--- config.mk ---
export PLATFORM = sky130hd
export DESIGN_NAME = sample_discriminator
export DESIGN_NICKNAME = d
export VERILOG_FILES = /design/src/hw/disc_pkg.sv /design/src/hw/hysteresis_trigger.sv /design/src/hw/sample_delay_line.sv /design/src/hw/hold_timer.sv /design/src/hw/gate_fsm.sv /design/src/hw/output_gate.sv /design/src/hw/sample_discriminator.sv
export SDC_FILE = /design/constraint.sdc
export NUM_CORES = 2
export LEC_CHECK = 0
export BUFFER_PORTS_ARGS = -buffer_cell sky130_fd_sc_hd__buf_2
export CORE_MARGIN = 1
export CORE_UTILIZATION = 50
export DETAILED_ROUTE_END_ITERATION = 8
export PLACE_DENSITY = 0.66
export SETUP_SLACK_MARGIN = 0.4
export SLEW_MARGIN = 10
export SYNTH_ARGS = -nofsm -noshare
export SYNTH_HDL_FRONTEND = slang
export SYNTH_SLANG_ARGS = --single-unit
--- constraint.sdc ---
create_clock -name adc_clk -period 9.6 [get_ports adc_clk]
set_input_delay 1.92 -clock adc_clk [delete_from_list [all_inputs] [get_ports adc_clk]]
set_output_delay 1.92 -clock adc_clk [all_outputs]
set_load 0.03 [all_outputs]
--- src/hw/disc_pkg.sv ---
// discriminator package: channel count, sample/timestamp/delay types, gate states
package disc_pkg;

  ////////////////////////////////////////////////////////////////////////////
  // channel and sample widths
  ////////////////////////////////////////////////////////////////////////////
  localparam int CHANNELS     = 2;
  localparam int SAMPLE_WIDTH = 16;
  localparam int TSTAMP_WIDTH = 48;

  // signed two's complement adc sample
  typedef logic signed [SAMPLE_WIDTH-1:0] sample_t;

  // running sample index since reset_state
  typedef logic [TSTAMP_WIDTH-1:0] tstamp_t;

  ////////////////////////////////////////////////////////////////////////////
  // delays and trigger selection
  ////////////////////////////////////////////////////////////////////////////
  localparam int MAX_DELAY_DEFAULT = 64;
  localparam int DELAY_WIDTH       = $clog2(MAX_DELAY_DEFAULT);

  // delay in valid samples, 0 .. MAX_DELAY_DEFAULT-1
  typedef logic [DELAY_WIDTH-1:0] delay_t;

  localparam int SRC_WIDTH = (CHANNELS > 1) ? $clog2(CHANNELS) : 1;
  typedef logic [SRC_WIDTH-1:0] src_t;

  // per-channel gate
  typedef enum logic [1:0] {
    GATE_IDLE,
    GATE_OPEN,
    GATE_HOLD
  } gate_state_t;

endpackage

--- src/hw/hysteresis_trigger.sv ---
// hysteresis trigger: sets on samples above the high threshold, clears below the low one
`timescale 1ns/10ps

module hysteresis_trigger (
  input  logic             adc_clk,
  input  logic             rst_i,
  input  logic             reset_state_i,
  input  logic             valid_i,
  input  disc_pkg::sample_t data_i,
  input  disc_pkg::sample_t low_thresh_i,
  input  disc_pkg::sample_t high_thresh_i,
  output logic             trig_o
);

  // comparator state, updated only on valid samples
  // signed compare, both operands are sample_t
  always_ff @(posedge adc_clk) begin
    if (rst_i || reset_state_i) begin
      trig_o <= 1'b0;
    end else if (valid_i) begin
      if (data_i > high_thresh_i) begin
        trig_o <= 1'b1;
      end else if (data_i < low_thresh_i) begin
        trig_o <= 1'b0;
      end
    end
  end

  ////////////////////////////////////////////////////////////////////////////
  // checks
  ////////////////////////////////////////////////////////////////////////////

  // gate_fsm samples trig_o only at valids, so a change between
  // valids would slip a trigger past the keep window
  a_trig_changes_on_valid : assert property (
    @(posedge adc_clk) disable iff (rst_i)
    $changed(trig_o) |-> ($past(valid_i) || $past(reset_state_i))
  ) else $error("trig_o changed without a preceding valid");

endmodule

--- src/hw/sample_delay_line.sv ---
// sample delay line: shift register advanced on valid with a tap set by start_delay
`timescale 1ns/10ps

module sample_delay_line #(
  parameter int MAX_DELAY = disc_pkg::MAX_DELAY_DEFAULT
) (
  input  logic             adc_clk,
  input  logic             rst_i,
  input  logic             valid_i,
  input  disc_pkg::sample_t data_i,
  input  disc_pkg::delay_t  start_delay_i,
  output disc_pkg::sample_t dly_data_o,
  output logic             dly_valid_o
);

  import disc_pkg::*;

  // tap 0 is the incoming sample itself, taps 1 .. MAX_DELAY-1 are stored
  sample_t sr [1:MAX_DELAY-1];

  ////////////////////////////////////////////////////////////////////////////
  // storage
  ////////////////////////////////////////////////////////////////////////////

  // payload only, advances once per valid sample
  always_ff @(posedge adc_clk) begin
    if (valid_i) begin
      sr[1] <= data_i;
      for (int i = 2; i < MAX_DELAY; i++) begin
        sr[i] <= sr[i-1];
      end
    end
  end

  ////////////////////////////////////////////////////////////////////////////
  // tap select
  ////////////////////////////////////////////////////////////////////////////

  // zero delay passes the current sample straight on
  always_comb begin
    if (start_delay_i == '0) begin
      dly_data_o = data_i;
    end else begin
      dly_data_o = sr[start_delay_i];
    end
  end

  // the leaving sample goes out in the same cycle as the entering one
  assign dly_valid_o = valid_i;

  // configuration from the top must fit the depth chosen there
  a_delay_in_range : assert property (
    @(posedge adc_clk) disable iff (rst_i)
    valid_i |-> (int'(start_delay_i) < MAX_DELAY)
  ) else $error("start_delay_i %0d exceeds delay line depth %0d", start_delay_i, MAX_DELAY);

endmodule

--- src/hw/hold_timer.sv ---
// hold timer: counts down valid samples after a trigger falls, expired at zero
`timescale 1ns/10ps

module hold_timer (
  input  logic                                 adc_clk,
  input  logic                                 rst_i,
  input  logic                                 valid_i,
  input  logic                                 load_i,
  input  logic [$bits(disc_pkg::delay_t):0]    hold_len_i,
  output logic                                 expired_o
);

  import disc_pkg::*;

  // one extra bit, hold length is start_delay + stop_delay
  logic [$bits(delay_t):0] count;

  // a load arriving with a valid counts that valid as the first
  // held sample, so the count starts one lower
  always_ff @(posedge adc_clk) begin
    if (rst_i) begin
      count <= '0;
    end else if (load_i && valid_i) begin
      if (hold_len_i != '0) begin
        count <= hold_len_i - 1'b1;
      end else begin
        count <= '0;
      end
    end else if (load_i) begin
      count <= hold_len_i;
    end else if (valid_i && (count != '0)) begin
      count <= count - 1'b1;
    end
  end

  assign expired_o = (count == '0);

endmodule

--- src/hw/gate_fsm.sv ---
// gate FSM: picks the trigger source and decides which leaving samples are kept
`timescale 1ns/10ps

module gate_fsm #(
  parameter int CHANNELS = disc_pkg::CHANNELS
) (
  input  logic                adc_clk,
  input  logic                rst_i,
  input  logic                reset_state_i,
  input  logic                valid_i,
  input  logic [CHANNELS-1:0] trig_vec_i,
  input  disc_pkg::src_t      trig_src_i,
  input  logic                disable_i,
  input  disc_pkg::delay_t    start_delay_i,
  input  disc_pkg::delay_t    stop_delay_i,
  input  logic                expired_i,
  output logic                load_o,
  output logic                keep_o,
  output logic                open_o
);

  import disc_pkg::*;

  gate_state_t state;
  gate_state_t state_next;
  logic        trig_sel;
  logic        hold_en;
  logic        keep_win;

  // trigger seen at the current valid, i.e. state after all earlier samples
  assign trig_sel = trig_vec_i[trig_src_i];

  // window longer than one sample needs the hold phase
  assign hold_en = (start_delay_i != '0) || (stop_delay_i != '0);

  ////////////////////////////////////////////////////////////////////////////
  // state register, advances on valid only
  ////////////////////////////////////////////////////////////////////////////
  always_ff @(posedge adc_clk) begin
    if (rst_i || reset_state_i) begin
      state <= GATE_IDLE;
    end else if (valid_i) begin
      state <= state_next;
    end
  end

  always_comb begin
    state_next = state;
    load_o     = 1'b0;
    case (state)
      GATE_IDLE: begin
        if (trig_sel) begin
          state_next = GATE_OPEN;
        end
      end
      GATE_OPEN: begin
        if (!trig_sel) begin
          if (hold_en) begin
            state_next = GATE_HOLD;
            load_o     = valid_i;
          end else begin
            state_next = GATE_IDLE;
          end
        end
      end
      GATE_HOLD: begin
        if (trig_sel) begin
          state_next = GATE_OPEN;
        end else if (expired_i) begin
          state_next = GATE_IDLE;
        end
      end
      default: state_next = GATE_IDLE;
    endcase
  end

  ////////////////////////////////////////////////////////////////////////////
  // keep / open decode
  ////////////////////////////////////////////////////////////////////////////

  // kept when the trigger was high at this valid or within the
  // last start_delay + stop_delay valids
  always_comb begin
    case (state)
      GATE_OPEN: keep_win = trig_sel || hold_en;
      GATE_HOLD: keep_win = trig_sel || !expired_i;
      default:   keep_win = trig_sel;
    endcase
  end

  assign keep_o = disable_i || keep_win;

  // first kept sample after an idle stretch starts a new segment
  assign open_o = !disable_i && (state == GATE_IDLE) && trig_sel;

endmodule

--- src/hw/output_gate.sv ---
// output gate: registers kept samples and emits the segment timestamp
`timescale 1ns/10ps

module output_gate (
  input  logic              adc_clk,
  input  logic              rst_i,
  input  logic              reset_state_i,
  input  logic              dly_valid_i,
  input  disc_pkg::sample_t  dly_data_i,
  input  logic              in_valid_i,
  input  disc_pkg::delay_t   start_delay_i,
  input  logic              keep_i,
  input  logic              open_i,
  output disc_pkg::sample_t  data_o,
  output logic              valid_o,
  output disc_pkg::tstamp_t  tstamp_o,
  output logic              tstamp_valid_o
);

  import disc_pkg::*;

  // index of the sample entering at the current valid
  tstamp_t sample_index;
  tstamp_t leave_index;

  // leaving sample is start_delay valids older than the entering one
  assign leave_index = sample_index - tstamp_t'(start_delay_i);

  ////////////////////////////////////////////////////////////////////////////
  // control
  ////////////////////////////////////////////////////////////////////////////
  always_ff @(posedge adc_clk) begin
    if (rst_i || reset_state_i) begin
      sample_index   <= '0;
      valid_o        <= 1'b0;
      tstamp_valid_o <= 1'b0;
    end else begin
      if (in_valid_i) begin
        sample_index <= sample_index + 1'b1;
      end
      valid_o        <= dly_valid_i && keep_i;
      tstamp_valid_o <= dly_valid_i && keep_i && open_i;
    end
  end

  ////////////////////////////////////////////////////////////////////////////
  // payload
  ////////////////////////////////////////////////////////////////////////////
  always_ff @(posedge adc_clk) begin
    if (dly_valid_i) begin
      data_o   <= dly_data_i;
      tstamp_o <= leave_index;
    end
  end

  // a timestamp always belongs to a sample that actually leaves
  a_tstamp_with_sample : assert property (
    @(posedge adc_clk) disable iff (rst_i)
    tstamp_valid_o |-> valid_o
  ) else $error("tstamp_valid_o without valid_o");

endmodule

--- src/hw/sample_discriminator.sv ---
// sample discriminator top: per-channel trigger, delay, gate and output slices
`timescale 1ns/10ps

module sample_discriminator #(
  parameter int CHANNELS  = disc_pkg::CHANNELS,
  parameter int MAX_DELAY = disc_pkg::MAX_DELAY_DEFAULT
) (
  input  logic                                adc_clk,
  input  logic                                rst_i,
  input  logic                                reset_state_i,
  // adc stream in
  input  disc_pkg::sample_t [CHANNELS-1:0]     data_i,
  input  logic              [CHANNELS-1:0]     valid_i,
  // configuration, static while reset_state_i is low
  input  disc_pkg::sample_t [CHANNELS-1:0]     low_thresh_i,
  input  disc_pkg::sample_t [CHANNELS-1:0]     high_thresh_i,
  input  disc_pkg::delay_t  [CHANNELS-1:0]     start_delay_i,
  input  disc_pkg::delay_t  [CHANNELS-1:0]     stop_delay_i,
  input  disc_pkg::src_t    [CHANNELS-1:0]     trig_src_i,
  input  logic              [CHANNELS-1:0]     disable_i,
  // kept samples and segment timestamps out
  output disc_pkg::sample_t [CHANNELS-1:0]     data_o,
  output logic              [CHANNELS-1:0]     valid_o,
  output disc_pkg::tstamp_t [CHANNELS-1:0]     tstamp_o,
  output logic              [CHANNELS-1:0]     tstamp_valid_o
);

  import disc_pkg::*;

  // every gate sees every channel's trigger
  logic [CHANNELS-1:0] trig_vec;

  // timer starts out expired after either reset
  logic timer_rst;
  assign timer_rst = rst_i || reset_state_i;

  for (genvar ch = 0; ch < CHANNELS; ch++) begin : g_chan

    sample_t                 dly_data;
    logic                    dly_valid;
    logic                    keep;
    logic                    open;
    logic                    load;
    logic                    expired;
    logic [$bits(delay_t):0] hold_len;

    // window after the trigger falls, in valid samples
    assign hold_len = {1'b0, start_delay_i[ch]} + {1'b0, stop_delay_i[ch]};

    hysteresis_trigger u_trigger (
      .adc_clk       (adc_clk),
      .rst_i         (rst_i),
      .reset_state_i (reset_state_i),
      .valid_i       (valid_i[ch]),
      .data_i        (data_i[ch]),
      .low_thresh_i  (low_thresh_i[ch]),
      .high_thresh_i (high_thresh_i[ch]),
      .trig_o        (trig_vec[ch])
    );

    sample_delay_line #(
      .MAX_DELAY (MAX_DELAY)
    ) u_delay (
      .adc_clk       (adc_clk),
      .rst_i         (rst_i),
      .valid_i       (valid_i[ch]),
      .data_i        (data_i[ch]),
      .start_delay_i (start_delay_i[ch]),
      .dly_data_o    (dly_data),
      .dly_valid_o   (dly_valid)
    );

    hold_timer u_timer (
      .adc_clk    (adc_clk),
      .rst_i      (timer_rst),
      .valid_i    (valid_i[ch]),
      .load_i     (load),
      .hold_len_i (hold_len),
      .expired_o  (expired)
    );

    gate_fsm #(
      .CHANNELS (CHANNELS)
    ) u_gate (
      .adc_clk       (adc_clk),
      .rst_i         (rst_i),
      .reset_state_i (reset_state_i),
      .valid_i       (valid_i[ch]),
      .trig_vec_i    (trig_vec),
      .trig_src_i    (trig_src_i[ch]),
      .disable_i     (disable_i[ch]),
      .start_delay_i (start_delay_i[ch]),
      .stop_delay_i  (stop_delay_i[ch]),
      .expired_i     (expired),
      .load_o        (load),
      .keep_o        (keep),
      .open_o        (open)
    );

    output_gate u_out (
      .adc_clk        (adc_clk),
      .rst_i          (rst_i),
      .reset_state_i  (reset_state_i),
      .dly_valid_i    (dly_valid),
      .dly_data_i     (dly_data),
      .in_valid_i     (valid_i[ch]),
      .start_delay_i  (start_delay_i[ch]),
      .keep_i         (keep),
      .open_i         (open),
      .data_o         (data_o[ch]),
      .valid_o        (valid_o[ch]),
      .tstamp_o       (tstamp_o[ch]),
      .tstamp_valid_o (tstamp_valid_o[ch])
    );

  end

endmodule

---- Word level (Yosys, flattened, before mapping) ----
Memory sizes are Yosys's and may differ from the RTL's.
Index checks and enable logic that the tools add are counted.
operators by class
  equality and inequality tests ........... 10
  reductions and logical operators ........ 47
  magnitude comparators ................... 6
  add/subtract/negate cells ............... 10
  mux-type cells .......................... 42
operator list
  operator                                               count
  adder 48 x 1 -> 48 bit, second input constant          2
  subtractor 48 x 6 -> 48 bit                            2
  2-to-1 mux 7 bit                                       8
  greater-than comparator 16 bit                         2
  < comparator 16 bit                                    2
  2-to-1 mux 16 bit                                      2
  nonzero test 7 bit                                     4
  subtractor 7 x 1 -> 7 bit, second input constant       4
  nonzero test 6 bit                                     4
  2-to-1 mux 2 bit                                       10
  2-to-1 mux 1 bit                                       18
  adder 6 x 6 -> 7 bit                                   2
  logical NOT 7 bit                                      2
  logical AND 1 bit                                      12
  logical NOT 6 bit                                      2
  one-hot mux 2 bit (3 select lines)                     2
  logical OR 1 bit                                       9
  AND reduction 4 bit                                    2
  inequality test 3 x 1 -> 1 bit, second input constant  2
  nonzero test 3 bit                                     2
  == test 2 x 1 -> 1 bit, second input constant          2
  == test 2 bit, second input constant                   2
  logical NOT 1 bit                                      4
  logical NOT 2 bit                                      2
  other kinds (6)                                        12
word-level totals
  memories kept ........................... 2
  bits in writable memories ............... 2016
  bits in registers ....................... 248
  word-level logic and storage cells ...... 133
  input bits .............................. 129
  output and inout bits ................... 132
memory list
  memory                depth  width  rd ports  clocked after memory_dff  write ports  RTL line                 source
  g_chan[0].u_delay.sr  63     16     63        0                         63           sample_delay_line.sv:19  sample_t sr [1:MAX_DELAY-1];
  g_chan[1].u_delay.sr  63     16     63        0                         63           sample_delay_line.sv:19

---- Logic depth before layout (Yosys ltp) ----
  depth after elaboration ................. 7
  depth in mapped cells ................... 13
  gate-level depth less buffers ........... 11

---- Modules after synthesis ----
A second synthesis with hierarchy kept.
second synthesis, totals
  cell total of the unflattened synthesis .. 5076
  area total of the unflattened synthesis .. 92027.0 um^2
modules (own cells, without submodules)
  module                                 area each (um^2)  instances  cells an instance  seq. area each (um^2)
  sample_delay_line (g_chan[0].u_delay)  38827.2           1          1812               30269.0
  sample_delay_line (g_chan[1].u_delay)  38644.6           1          1755               30269.0
  output_gate (g_chan[1].u_out)          5370.2            1          516                2922.8
  output_gate (g_chan[0].u_out)          5363.9            1          510                2922.8
  hysteresis_trigger                     833.3             2          112                20.0
  hold_timer                             593.1             2          73                 140.1
  gate_fsm                               257.7             2          30                 40.0
  sample_discriminator                   452.9             1          53                 0.0

---- Worst setup path after synthesis ----
No wires, ideal clock.
  path type ............................... input -> register
  from .................................... input port start_delay_i[2] in the netlist's numbering
  to ...................................... register g_chan[0].u_out.tstamp_o[38], data pin
  buffers on the path ..................... 3
  data required time ...................... 9.339 ns
  setup time .............................. 0.261 ns
  path slack .............................. 4.593 ns
  arrival time ............................ 4.746 ns
  stages on the path ...................... 11
  cells stage by stage .................... clkbuf_1 clkinv_1 buf_1 ha_1 a21o_1 a211o_1 and2_1 or2_2 clkbuf_1 or4_1 xnor2_1
between the ends
  cells in the longest elaborated chain, start to end .. 1
ends and longest elaborated chain
  what                                       RTL line                    source
  start, declared                            sample_discriminator.sv:17  input disc_pkg::delay_t [CHANNELS-1:0] start_delay_i,
  subtractor 48 x 6 -> 48 bit                output_gate.sv:27           assign leave_index = sample_index - tstamp_t'(start_delay_i);
  named net g_chan[0].u_out.leave_index[38]  output_gate.sv:24           tstamp_t leave_index;
  end signal, assigned                       output_gate.sv:52           tstamp_o <= leave_index;
  end, declared                              output_gate.sv:16           output disc_pkg::tstamp_t tstamp_o,
The timed path passes the listed nets, and every way through them passes these cells.
A chain may end at the register's enable or synchronous reset.

---- Final worst setup path ----
  from .................................... input port start_delay_i[2] in the netlist's numbering
  to ...................................... register g_chan[0].u_out.tstamp_o[36], data pin
Same word-level chain as after synthesis.

==> results.py <==
metrics = {
    "run_status": {
        "status": "completed",
    },
    "worst_hold_path": {
        "min_path_type": "reg -> reg",
    },
    "cells_and_area": {
        "multi_input_comb_area_um2": 22400,
        "fin_area_um2": 101000,
        "nets": 5400,
        "stdcell_count": 7706,
        "n_fill_cell": 13500,
        "final_layout_size_suffix_gt1_frac": 0.218,
        "area_delta_synth_final_pct": 11.9,
        "seq_area_um2": 66800,
    },
    "detailed_routing": {
        "first_iter_violations": 4644,
        "vias_per_cell": 5.97,
        "wirelength_um": 189000,
        "ant_nets": 0,
        "vias": 46000,
        "wire_per_inst_um": 24.6,
        "dr.pass1.iters": 6,
        "drc": 0,
    },
    "floorplan": {
        "fp.dieH_um": 428,
        "io_pins": 261,
        "rows": 155,
        "die_w_um": 428,
        "die-area_um2": 183000,
        "core-area_um2": 179000,
        "start_util": 0.506,
    },
    "yosys": {
        "netlist-cell-type-count": 82,
        "syn_area_um2": 90600,
        "synthFlopType": "edfxtp_1",
        "synth-adder-area-share": 0.0152,
        "synth_edf_count": 2144,
        "yosys_warnings": 0,
        "synth_top_family_by_area": "multiplexers",
        "synth.net_count": 5099,
        "netlist_instances": 4862,
        "syn_avg_cell_area_um2": 18.6,
        "async_reset_ff_frac": 0,
        "ys_ff_latch": 2264,
        "yosys.area_share.simple": 0.0455,
        "synth_compound_area_frac": 0.0366,
        "synth-xor-area-share": 0.0167,
        "seq_area_frac_synth": 0.737,
        "synth.area.mux_share": 0.132,
    },
    "clocking": {
        "cts_root_buf": "clkbuf_16",
        "postCtsSetupBuffers": 0,
        "cts_max_level": 4,
        "clk_path_buf_depth": 3,
        "hold_buffers": 0,
        "cts_tree": "built",
        "clk_latency_ns": 0.85,
        "clock-sinks": 2264,
        "cts_buffers": 220,
        "cts_resized": 0,
        "path_clk_slew_ns": 0.06,
    },
    "power_and_ir_drop": {
        "p_switching_mw": 4.76,
        "powerDensity_nw_per_um2": 211,
        "total_power_mw": 21.4,
        "clkPwrFrac": 0.388,
        "ir_worst_vdd_uv": 170,
        "leakagePower_nw": 34.3,
        "p_seq_frac": 0.548,
        "comb_power_share": 0.064,
        "p_int_mw": 16.6,
        "p_sw_frac": 0.223,
    },
    "worst_setup_path": {
        "cp.arrival_ns": 5.40,
        "worst_setup_path_start_kind": "input port",
        "endpoint_kind": "flop",
        "crit_slowest_cell": "nor3_1",
        "path_max_fanout": 19,
        "path_class": "in -> reg",
        "max_stage_delay_ns": 0.49,
        "path_cells": "buf_2 > buf_4 > clkinv_1 > buf_4 > ha_1 > a21o_1 > a211o_1 > and2_1 > or2_2 > nor3_1 > nand2_1 > xnor2_1",
        "cp.required_ns": 10.18,
        "crit_top_cell": "buf_4",
    },
    "placement": {
        "dpl_cell_area_um2": 94500,
        "place_inst": 7296,
        "hpwl_um": 114000,
        "io_buffers": 260,
        "gp_congestion": 0.822,
    },
    "global_routing": {
        "gr-total-overflow": 0,
        "grt_pass1_wl_um": 289000,
        "grtUsageTotal": 0.207,
        "grt_pass1_vias": 46300,
        "grt_max_degree": 210,
        "antenna_found_initial": 3,
    },
    "timing": {
        "fin_worst_skew_ns": 0.0348,
        "max_freq_mhz": 207,
        "setup_tns_ns": 0,
        "hold_viol": 0,
        "setup_violations": 0,
        "min_period_ns": 4.82,
        "worstMarginPinSlew_ns": 1.22,
        "final_max_slew_viol_count": 0,
        "slew_headroom": 0.187,
        "finalCritPeriodShare": 0.502,
        "rsz0062_at_grt": "no",
    },
    "flow_run": {
        "maxCapViolations": 0,
    },
}
[flip-flops by register name (all words and copies together), names as in the netlist]
signal	count
g_chan.u_gate.state	4
g_chan.u_out.valid_o	2
g_chan.u_out.tstamp_valid_o	2
g_chan.u_delay.sr	2016
g_chan.u_out.tstamp_o	96
g_chan.u_out.sample_index	96
g_chan.u_out.data_o	32
g_chan.u_trigger.trig_o	2
g_chan.u_timer.count	14
[logic make-up after synthesis]
| group | count (synthesis) |
|---|---|
| AOI/OAI and AO/OA | 508 |
| xor gates and xnor gates | 173 |
| adders and majority gates | 108 |
| buffers and inverters | 367 |
| DFF | 2264 |
| muxes | 594 |
| and+or+nand+nor | 848 |
[per-stage QoR]
| step | hold slack, ns | util | worst slack (ns) |
|---|---|---|---|
| detailed placement | 0.427 | 0.527 | 3.83 |
| floorplan | 0.418 | - | 4.59 |
| global route | 0.436 | 0.566 | 4.56 |
| CTS | 0.422 | 0.566 | 4.76 |
| global placement | 0.422 | 0.527 | 3.80 |
| finish | 0.420 | 0.566 | 4.78 |
[power groups by stage]
stage / clock network [mW] / logic [mW] / registers, mW
6_report: 8.30 / 1.37 / 11.7
2_1_floorplan: 0 / 0.820 / 11.8
5_1_grt: 8.86 / 1.49 / 11.8
3_3_place_gp: 0 / 1.37 / 11.9
3_5_place_dp: 0 / 1.38 / 11.9
4_1_cts: 8.51 / 1.39 / 11.7
[routing by layer]
layer / routed length [µm] / global-route usage
met3: 9410 / 0.0327
met4: 4210 / 0.0547
met1: 83100 / 0.301
met2: 92500 / 0.329
met5: 0 / 0
[final timing paths]
path	startpoint	endpoint	slack, ns	cells after the start
worst max register to register	g_chan[0].u_out.sample_index[0]$_SDFFE_PP0P_	g_chan[0].u_out.tstamp_o[36]$_DFFE_PP_	6.45	11
worst min-delay path	g_chan[1].u_delay.sr[47][15]$_DFFE_PP_	g_chan[1].u_delay.sr[48][15]$_DFFE_PP_	0.42	0
worst max-delay path	start_delay_i[2]	g_chan[0].u_out.tstamp_o[36]$_DFFE_PP_	4.78	12
worst min register to register	g_chan[1].u_delay.sr[47][15]$_DFFE_PP_	g_chan[1].u_delay.sr[48][15]$_DFFE_PP_	0.42	0
[cells in the mapped netlist, drive strengths merged, types with 6 or more instances]
library cell  instances  area, µm²
nor2                276       1040
nor3                 76        412
buf                 103        512
a311oi                6       52.6
dfxtp               120       2400
xor2                101        885
ha                  104       1300
and3                 16        100
a21o                  7       52.6
edfxtp             2144      64400
mux4                481      10800
o21ai                74        370
o32a                  8       80.1
a2111oi               7       61.3
or4                  16        124
a22o                  8       70.1
nand3b                6       45.0
a22oi                65        488
clkbuf              141        529
nand4                39        244
nand3                97        485
a211oi               43        323
a21oi               149        746
o211ai               14        105
inv                 121        454
nor4                 27        188
or2                   8       50.1
a32oi                15        131
and4                  7       61.3
o22ai                38        238
nand2b               15       96.3
nand2               180        678
and2                  6       37.5
nor2b                25        156
or3                  37        241
xnor2                72        631
mux2i               108       1080
a31oi                22        138
nor4b                 9       85.1
[worst max-delay path, delay by kind of cell]
| kind | cells | cell delay [ns] |
|---|---|---|
| compound gates | 2 | 0.49 |
| xor+xnor | 1 | 0.16 |
| fa+ha+maj | 1 | 0.36 |
| buf+inv | 4 | 1.22 |
| simple gates | 4 | 1.21 |
[layout make-up]
type,instances,area share
diodes,3,0.0000740
clock buffers,272,0.0568
clock inverters,135,0.0108
inverters,123,0.00455
multi-input cells,2231,0.221
flip-flops and latches,2264,0.659
well taps,2355,0.0291
repair buffers,323,0.0194
[cell usage in the layout (no fill, tap or decap), types with 97 or more instances in the layout]
cell type / synthesis / final
nand3_1: 97 / 97
nand2_1: 179 / 179
a21oi_1: 149 / 149
dfxtp_1: 120 / 120
mux4_2: 481 / 481
edfxtp_1: 2144 / 2144
xor2_1: 101 / 101
clkbuf_16: 0 / 221
nor2_1: 274 / 268
inv_1: 121 / 119
buf_2: 73 / 253
ha_1: 104 / 104
mux2i_1: 108 / 108
Power figures use the tool's default switching activity.
